`src/design/core_settings.svh`:
```
`ifndef CORE_SETTINGS_SVH
`define CORE_SETTINGS_SVH

// data path and register file
`define CORE_XLEN 32
`define CORE_NREGS 32

// instruction memory, word addressed
`define CORE_IMEM_AW 10
`define CORE_FETCH_W 64

// first fetch address
`define CORE_RESET_PC 32'h0000_0000

`endif

```
`src/design/core_pkg.sv`:
```
`include "core_settings.svh"

package core_pkg;

    typedef logic [`CORE_XLEN-1:0] word_t;
    typedef logic [31:0] inst_t;
    typedef logic [$clog2(`CORE_NREGS)-1:0] reg_addr_t;
    typedef logic [`CORE_IMEM_AW-1:0] imem_addr_t;

    // lane 0 in the low half
    typedef logic [`CORE_FETCH_W-1:0] fetch_word_t;

    // lui is an add of the immediate to x0
    typedef enum logic [3:0] {
        alu_add,
        alu_sub,
        alu_sll,
        alu_slt,
        alu_sltu,
        alu_xor,
        alu_srl,
        alu_sra,
        alu_or,
        alu_and
    } alu_op_e;

    // one decoded instruction
    typedef struct packed {
        logic      valid;
        word_t     pc;
        reg_addr_t rs1;
        reg_addr_t rs2;
        reg_addr_t rd;
        logic      reg_write;
        logic      use_imm;
        word_t     imm;
        alu_op_e   alu_op;
    } uop_t;

    // one writeback slot, also the retire trace
    typedef struct packed {
        logic      valid;
        word_t     pc;
        reg_addr_t rd;
        logic      reg_write;
        word_t     data;
    } wb_t;

endpackage

```
`src/design/core.sv`:
```
`timescale 1ns/1ps

module core (
    input  logic                       clock_i,
    input  logic                       rst_i,
    input  core_pkg::fetch_word_t      imem_data_i,
    output core_pkg::imem_addr_t       imem_addr_o,
    output logic                       imem_stall_o,
    output core_pkg::wb_t        [1:0] retire_o
);

    core_pkg::word_t                fetch_pc;
    logic                           fetch_valid;
    logic                           stall;
    core_pkg::uop_t           [1:0] dec_uop;
    core_pkg::reg_addr_t      [3:0] rf_raddr;
    core_pkg::word_t          [3:0] rf_rdata;
    core_pkg::uop_t           [1:0] exe_uop;
    core_pkg::word_t     [1:0][1:0] exe_opnd;
    core_pkg::wb_t            [1:0] wb;

    // a split pair also freezes the memory output
    assign imem_stall_o = stall;
    assign retire_o     = wb;

    fetch i_fetch (
        .clock_i       (clock_i),
        .rst_i         (rst_i),
        .stall_i       (stall),
        .imem_addr_o   (imem_addr_o),
        .fetch_pc_o    (fetch_pc),
        .fetch_valid_o (fetch_valid)
    );

    decode i_decode (
        .clock_i       (clock_i),
        .rst_i         (rst_i),
        .stall_i       (stall),
        .imem_data_i   (imem_data_i),
        .fetch_pc_i    (fetch_pc),
        .fetch_valid_i (fetch_valid),
        .uop_o         (dec_uop)
    );

    issue i_issue (
        .clock_i (clock_i),
        .rst_i   (rst_i),
        .uop_i   (dec_uop),
        .raddr_o (rf_raddr),
        .rdata_i (rf_rdata),
        .stall_o (stall),
        .uop_o   (exe_uop),
        .opnd_o  (exe_opnd)
    );

    regfile i_regfile (
        .clock_i (clock_i),
        .raddr_i (rf_raddr),
        .rdata_o (rf_rdata),
        .wb_i    (wb)
    );

    execute i_execute (
        .clock_i (clock_i),
        .rst_i   (rst_i),
        .uop_i   (exe_uop),
        .opnd_i  (exe_opnd),
        .wb_o    (wb)
    );

endmodule

```
`src/design/decode.sv`:
```
`timescale 1ns/1ps

module decode (
    input  logic                       clock_i,
    input  logic                       rst_i,
    input  logic                       stall_i,
    input  core_pkg::fetch_word_t      imem_data_i,
    input  core_pkg::word_t            fetch_pc_i,
    input  logic                       fetch_valid_i,
    output core_pkg::uop_t       [1:0] uop_o
);

    function automatic core_pkg::uop_t decode_inst(core_pkg::inst_t inst, core_pkg::word_t pc,
                                                   logic valid);
        core_pkg::uop_t u;
        logic           known;
        logic           is_op;
        u         = '0;
        u.pc      = pc;
        u.rd      = inst[11:7];
        u.rs1     = inst[19:15];
        u.rs2     = inst[24:20];
        u.use_imm = 1'b1;
        u.alu_op  = core_pkg::alu_add;
        known     = 1'b1;
        is_op     = 1'b0;
        case (inst[6:0])
            // lui
            7'b0110111: begin
                u.imm = {inst[31:12], 12'b0};
                u.rs1 = '0;
                u.rs2 = '0;
            end
            // op-imm, rs2 field is part of the immediate
            7'b0010011: begin
                u.imm = {{20{inst[31]}}, inst[31:20]};
                u.rs2 = '0;
            end
            7'b0110011: begin
                is_op     = 1'b1;
                u.use_imm = 1'b0;
            end
            default: known = 1'b0;
        endcase
        if (inst[6:0] != 7'b0110111) begin
            case (inst[14:12])
                3'b000:  u.alu_op = (is_op && inst[30]) ? core_pkg::alu_sub : core_pkg::alu_add;
                3'b001:  u.alu_op = core_pkg::alu_sll;
                3'b010:  u.alu_op = core_pkg::alu_slt;
                3'b011:  u.alu_op = core_pkg::alu_sltu;
                3'b100:  u.alu_op = core_pkg::alu_xor;
                3'b101:  u.alu_op = inst[30] ? core_pkg::alu_sra : core_pkg::alu_srl;
                3'b110:  u.alu_op = core_pkg::alu_or;
                default: u.alu_op = core_pkg::alu_and;
            endcase
        end
        u.valid     = valid && known;
        // x0 is never written
        u.reg_write = known && (u.rd != '0);
        return u;
    endfunction

    core_pkg::uop_t [1:0] uop_d;
    core_pkg::uop_t [1:0] uop_q;

    assign uop_d[0] = decode_inst(imem_data_i[31:0], fetch_pc_i, fetch_valid_i);
    assign uop_d[1] = decode_inst(imem_data_i[63:32], fetch_pc_i + 32'd4, fetch_valid_i);

    always_ff @(posedge clock_i) begin
        if (!stall_i) begin
            uop_q <= uop_d;
        end
        if (rst_i) begin
            uop_q[0].valid <= 1'b0;
            uop_q[1].valid <= 1'b0;
        end
    end

    assign uop_o = uop_q;

endmodule

```
`src/design/execute.sv`:
```
`timescale 1ns/1ps

module execute (
    input  logic                            clock_i,
    input  logic                            rst_i,
    input  core_pkg::uop_t            [1:0] uop_i,
    input  core_pkg::word_t      [1:0][1:0] opnd_i,
    output core_pkg::wb_t             [1:0] wb_o
);

    core_pkg::wb_t   [1:0] wb_q;
    core_pkg::wb_t   [1:0] wb_d;
    core_pkg::word_t [1:0] src_a;
    core_pkg::word_t [1:0] src_b;

    // bypass from the writeback register, lane 1 is younger
    function automatic core_pkg::word_t fwd(core_pkg::reg_addr_t rs, core_pkg::word_t v,
                                            core_pkg::wb_t [1:0] wb);
        core_pkg::word_t r;
        r = v;
        for (int w = 0; w < 2; w++) begin
            if (wb[w].valid && wb[w].reg_write && wb[w].rd == rs && rs != '0) begin
                r = wb[w].data;
            end
        end
        return r;
    endfunction

    function automatic core_pkg::word_t alu(core_pkg::alu_op_e op, core_pkg::word_t a,
                                            core_pkg::word_t b);
        case (op)
            core_pkg::alu_sub:  return a - b;
            core_pkg::alu_sll:  return a << b[4:0];
            core_pkg::alu_slt:  return core_pkg::word_t'($signed(a) < $signed(b));
            core_pkg::alu_sltu: return core_pkg::word_t'(a < b);
            core_pkg::alu_xor:  return a ^ b;
            core_pkg::alu_srl:  return a >> b[4:0];
            core_pkg::alu_sra:  return core_pkg::word_t'($signed(a) >>> b[4:0]);
            core_pkg::alu_or:   return a | b;
            core_pkg::alu_and:  return a & b;
            default:            return a + b;
        endcase
    endfunction

    always_comb begin
        for (int l = 0; l < 2; l++) begin
            src_a[l] = fwd(uop_i[l].rs1, opnd_i[l][0], wb_q);
            src_b[l] = uop_i[l].use_imm ? uop_i[l].imm : fwd(uop_i[l].rs2, opnd_i[l][1], wb_q);
            wb_d[l].valid     = uop_i[l].valid;
            wb_d[l].pc        = uop_i[l].pc;
            wb_d[l].rd        = uop_i[l].rd;
            wb_d[l].reg_write = uop_i[l].reg_write;
            wb_d[l].data      = (uop_i[l].rd == '0) ? '0 : alu(uop_i[l].alu_op, src_a[l], src_b[l]);
        end
    end

    always_ff @(posedge clock_i) begin
        wb_q <= wb_d;
        if (rst_i) begin
            wb_q[0].valid <= 1'b0;
            wb_q[1].valid <= 1'b0;
        end
    end

    assign wb_o = wb_q;

endmodule

```
`src/design/fetch.sv`:
```
`timescale 1ns/1ps
`include "core_settings.svh"

module fetch (
    input  logic                 clock_i,
    input  logic                 rst_i,
    input  logic                 stall_i,
    output core_pkg::imem_addr_t imem_addr_o,
    output core_pkg::word_t      fetch_pc_o,
    output logic                 fetch_valid_o
);

    // pc of the word being addressed now
    core_pkg::word_t pc_q;
    // pc of the word arriving on the memory data
    core_pkg::word_t prev_pc_q;
    logic            valid_q;

    always_ff @(posedge clock_i) begin
        if (rst_i) begin
            pc_q    <= `CORE_RESET_PC;
            valid_q <= 1'b0;
        end else if (!stall_i) begin
            pc_q    <= pc_q + core_pkg::word_t'(`CORE_FETCH_W / 8);
            valid_q <= 1'b1;
        end
    end

    always_ff @(posedge clock_i) begin
        if (!stall_i) begin
            prev_pc_q <= pc_q;
        end
    end

    // byte address to 64-bit word address
    assign imem_addr_o   = pc_q[`CORE_IMEM_AW+2:3];
    assign fetch_pc_o    = prev_pc_q;
    assign fetch_valid_o = valid_q;

endmodule

```
`src/design/issue.sv`:
```
`timescale 1ns/1ps

module issue (
    input  logic                            clock_i,
    input  logic                            rst_i,
    input  core_pkg::uop_t            [1:0] uop_i,
    output core_pkg::reg_addr_t       [3:0] raddr_o,
    input  core_pkg::word_t           [3:0] rdata_i,
    output logic                            stall_o,
    output core_pkg::uop_t            [1:0] uop_o,
    output core_pkg::word_t      [1:0][1:0] opnd_o
);

    // lane 0 of the held pair has gone already
    logic                      sent0_q;
    logic                      dep;
    logic                      split;
    core_pkg::uop_t      [1:0] uop_d;
    core_pkg::uop_t      [1:0] uop_q;
    core_pkg::word_t [1:0][1:0] opnd_q;

    assign raddr_o[0] = uop_i[0].rs1;
    assign raddr_o[1] = uop_i[0].rs2;
    assign raddr_o[2] = uop_i[1].rs1;
    assign raddr_o[3] = uop_i[1].rs2;

    // reg_write is never set for x0, and unused sources read x0
    assign dep = uop_i[0].valid && uop_i[0].reg_write && uop_i[1].valid &&
                 (uop_i[1].rs1 == uop_i[0].rd || uop_i[1].rs2 == uop_i[0].rd);

    assign split   = !sent0_q && dep;
    assign stall_o = split;

    always_comb begin
        uop_d          = uop_i;
        uop_d[0].valid = uop_i[0].valid && !sent0_q;
        uop_d[1].valid = uop_i[1].valid && !split;
    end

    always_ff @(posedge clock_i) begin
        if (rst_i) begin
            sent0_q <= 1'b0;
        end else begin
            sent0_q <= split;
        end
    end

    always_ff @(posedge clock_i) begin
        uop_q        <= uop_d;
        opnd_q[0][0] <= rdata_i[0];
        opnd_q[0][1] <= rdata_i[1];
        opnd_q[1][0] <= rdata_i[2];
        opnd_q[1][1] <= rdata_i[3];
        if (rst_i) begin
            uop_q[0].valid <= 1'b0;
            uop_q[1].valid <= 1'b0;
        end
    end

    assign uop_o  = uop_q;
    assign opnd_o = opnd_q;

endmodule

```
`src/design/regfile.sv`:
```
`timescale 1ns/1ps
`include "core_settings.svh"

module regfile (
    input  logic                        clock_i,
    input  core_pkg::reg_addr_t   [3:0] raddr_i,
    output core_pkg::word_t       [3:0] rdata_o,
    input  core_pkg::wb_t         [1:0] wb_i
);

    core_pkg::word_t regs [1:`CORE_NREGS-1];

    // lane 1 written last so it wins a collision
    always_ff @(posedge clock_i) begin
        for (int w = 0; w < 2; w++) begin
            if (wb_i[w].valid && wb_i[w].reg_write && wb_i[w].rd != '0) begin
                regs[wb_i[w].rd] <= wb_i[w].data;
            end
        end
    end

    // write-through, lane 1 checked first
    always_comb begin
        for (int p = 0; p < 4; p++) begin
            if (raddr_i[p] == '0) begin
                rdata_o[p] = '0;
            end else if (wb_i[1].valid && wb_i[1].reg_write && wb_i[1].rd == raddr_i[p]) begin
                rdata_o[p] = wb_i[1].data;
            end else if (wb_i[0].valid && wb_i[0].reg_write && wb_i[0].rd == raddr_i[p]) begin
                rdata_o[p] = wb_i[0].data;
            end else begin
                rdata_o[p] = regs[raddr_i[p]];
            end
        end
    end

endmodule

```
`config.mk`:
```
export PLATFORM = sky130hd
export DESIGN_NAME = core
export DESIGN_NICKNAME = d
export VERILOG_FILES = /design/src/design/core_pkg.sv /design/src/design/core.sv /design/src/design/decode.sv /design/src/design/execute.sv /design/src/design/fetch.sv /design/src/design/issue.sv /design/src/design/regfile.sv
export VERILOG_INCLUDE_DIRS = /design/src /design/src/design
export SDC_FILE = /design/constraint.sdc
export NUM_CORES = 2
export LEC_CHECK = 0
export ABC_AREA = 0
export BUFFER_PORTS_ARGS = -buffer_cell sky130_fd_sc_hd__buf_4
export CAP_MARGIN = 20
export CORE_ASPECT_RATIO = 1.5
export CORE_MARGIN = 3
export CORE_UTILIZATION = 45
export DETAILED_ROUTE_END_ITERATION = 8
export PLACE_DENSITY = 0.58
export SETUP_SLACK_MARGIN = 0.5
export SLEW_MARGIN = 20
export SYNTH_ARGS = -nofsm -noshare
export SYNTH_HDL_FRONTEND = slang
export SYNTH_SLANG_ARGS = --single-unit
```
`constraint.sdc`:
```
create_clock -name clock_i -period 9.25 [get_ports clock_i]
set_clock_uncertainty 0.1 [all_clocks]
set_input_delay 0.925 -clock clock_i [delete_from_list [all_inputs] [get_ports clock_i]]
set_output_delay 0.925 -clock clock_i [all_outputs]
set_load 0.01 [all_outputs]
```
==> impl_metrics.env <==
export IMPL_boundaryPins=219
export IMPL_synth_async_sr_flop_share_pct=0
export IMPL_post_cts_resized=0
export IMPL_grt_pass1_wl_mm=757
export IMPL_ant_nets=0
export IMPL_tns_ns=0
export IMPL_synth_common_cells="1,156 x edfxtp_1, 1,153 x mux4_2, 988 x mux2_2"
export IMPL_worst_slack_ns=1.93
export IMPL_die_area_mm2=0.258
export IMPL_yosysUniqueCellTypes=98
export IMPL_hpwl_mm=349
export IMPL_worst_pin_slew_ns=1.29
export IMPL_initial_utilization_pct=45.3
export IMPL_grtUsageTotal_pct=42.1
export IMPL_via_per_inst=7.45
export IMPL_finalNonFillerCells=12600
export IMPL_grt_max_degree=129
export IMPL_drive_above_1_share_pct=34.3
export IMPL_dp_slack_ns=2.10
export IMPL_fin_crit_ns=7.32
export IMPL_synth_most_common_cell="edfxtp_1"
export IMPL_drc=0
export IMPL_setup_viol=0
export IMPL_gp_congestion=1.07
export IMPL_synth_top_cell_area_share_pct=30.6
export IMPL_num_fill_cells=22000
export IMPL_nets=9394
export IMPL_post_cts_buffers=0
export IMPL_cts_tree="done"
export IMPL_final_core_util_pct=49.5
export IMPL_netlist_instances=9487
export IMPL_hold_class="in -> reg"
export IMPL_status="finished clean"
export IMPL_critical_path_required_ns=9.91
export IMPL_antenna_found_initial=40
export IMPL_synth_avg_cell_area_um2=12.0
export IMPL_max_freq_mhz=137
export IMPL_routed_wl_mm=554
export IMPL_endpoint_kind="flip-flop"
export IMPL_finalCritPeriodShare_pct=79.1
export IMPL_path_max_fanout=28
export IMPL_crit_path_start_kind="flip-flop"
export IMPL_yosys_register_bits=1561
export IMPL_grt_pass1_vias=91300
export IMPL_numCtsBuffers=169
export IMPL_fp_coreArea_mm2=0.251
export IMPL_drt_pre_antenna_iters=7
export IMPL_rows=225
export IMPL_synthFlopType="edfxtp_1"
export IMPL_ctsHoldBuffers=0
export IMPL_netlist_top_cells_area="edfxtp_1 31%, mux4_2 23%, mux2_2 9.8%"
export IMPL_rsz0062_at_grt="false"
export IMPL_root_buffer="clkbuf_16"
export IMPL_synth_area_mm2=0.113
export IMPL_num_vias=93600
export IMPL_synth_edf_count=1156
export IMPL_ys_warn_count=0
export IMPL_seq_area_frac_synth_pct=37.7
export IMPL_maxCapViolations=0
export IMPL_irDropWorstVdd_v=0.000129
export IMPL_p_per_area_mw_per_mm2=172
export IMPL_place_port_buffers=212
export IMPL_area_growth_pct=9.42
export IMPL_synth_area_leader_cell="edfxtp_1"
export IMPL_leakagePower_nw=44.3
export IMPL_arrival_ns=7.98
export IMPL_slew_headroom_pct=11.6
export IMPL_insertion_delay_ns=0.89
export IMPL_die_h_um=621
export IMPL_cts_num_sinks=1561
export IMPL_cts_buffer_depth=4
export IMPL_post_place_cells=12200
export IMPL_final_max_slew_viol_count=0
export IMPL_htree_levels=4
export IMPL_hold_slack_ns=0.159
export IMPL_wl_per_cell_um=44.1
export IMPL_clk_pin_slew_ns=0.07
export IMPL_overflow=0
export IMPL_dr_first_iter_drc_count=13800
export IMPL_hold_viol=0
export IMPL_die_x_um=416
export IMPL_critPathKind="reg -> reg"
==> logic make-up (layout without fill, tap and decap cells) <==
| family | Yosys count | count (layout) | synth area share, % |
|---|---|---|---|
| AND/OR/NAND/NOR | 1840 | 1840 | 7.34 |
| other | 2 | 24 | 0.00662 |
| XOR/XNOR | 172 | 172 | 1.33 |
| buffers and inverters | 1307 | 1076 | 4.57 |
| multiplexers | 2543 | 2543 | 36.2 |
| adder cells (fa/ha/maj) | 199 | 199 | 2.22 |
| AO/OA/AOI/OAI | 1863 | 1863 | 10.5 |
| flip-flops | 1561 | 1561 | 37.7 |
==> area by class of cell <==
class                   count  area, um^2  area share, %
flip-flops and latches   1561       42900           34.6
multi-input cells        6623       66400           53.5
inverters                 201         767          0.618
diodes                     18        45.0         0.0363
clock inverters            96         810          0.652
repair buffers            573        4680           3.77
clock buffers             206        4440           3.58
well taps                3291        4120           3.32
==> metal layers <==
layer,up-vias,global-route usage (%),part of all wire (%)
met3,2401,11.4,12
met2,7641,65.8,45
met5,-,0,0.035
li1,36500,-,-
met1,47000,47.5,32
met4,25,37.3,11
==> cells in the final DEF, fill, tap and decap left out, drive strengths merged, types with 25 or more instances in the layout <==
master and n:
buf 573, nand4 54, nor4 28, dfxtp 405, a21oi 558, a211oi 226, and2 65, nor2 798
o22ai 46, nand2 355, clkinv 68, o221ai 31, a21o 125, inv 214, xnor2 111, edfxtp 1156
mux4 1153, nor3 169, mux2i 402, a31oi 108, o21bai 25, nor2b 42, clkbuf 206, mux2 988
o21ai 352, nand3 183, ha 195, nand2b 33, o31ai 48, xor2 61, o211ai 61, a2111oi 26
or3 25, a221oi 65
==> critical path: stages (launching register included) <==
cell	delay, ns
dfxtp_1	0.92
xnor2_1	0.23
nand4_1	0.32
o31a_1	0.38
o31a_1	0.34
buf_4	0.24
nor2_8	0.38
inv_2	0.30
ha_1	0.35
nor2b_1	0.18
o311ai_0	0.67
a21oi_1	0.22
a41oi_1	0.46
a22oi_1	0.27
a211oi_1	0.76
o21a_1	0.37
xnor2_1	0.19
nor2_1	0.07
a2111oi_0	0.34
a21oi_1	0.12
==> metrics by stage <==
step           power (mW)  cell area [um^2]
2_1_floorplan        11.8            113000
3_3_place_gp         14.2            119000
3_5_place_dp         14.3            119000
4_1_cts              21.0            124000
5_1_grt              21.7            124000
6_report             21.3            124000
==> state kept, by name, indices dropped and copies added, names as in the netlist <==
register               flops
i_issue.sent0_q            1
i_fetch.fetch_pc_o        29
i_execute.wb_o           107
i_decode.uop_o           137
i_issue.uop_o            137
i_regfile.regs           992
i_issue.opnd_o           128
i_fetch.fetch_valid_o      1
i_fetch.pc_q              29
==> power by group <==
group | switching (mW) | internal, mW | total, mW
clock network | 3.13 | 3.72 | 6.84
registers | 0.284 | 7.97 | 8.25
logic | 3.98 | 2.24 | 6.21
==> final timing paths <==
path | from | to | slack [ns] | cells after the start
hold reg to reg | i_decode.uop_o[113] | i_issue.uop_o[113] | 0.19 | 0
hold / removal | imem_data_i[43] | i_decode.uop_o[128] | 0.16 | 1
setup reg to reg | i_execute.wb_o[34] | i_execute.wb_o[94] | 1.93 | 19
setup / recovery | i_execute.wb_o[34] | i_execute.wb_o[94] | 1.93 | 19
No activity file was read; power rests on OpenSTA's default activity.
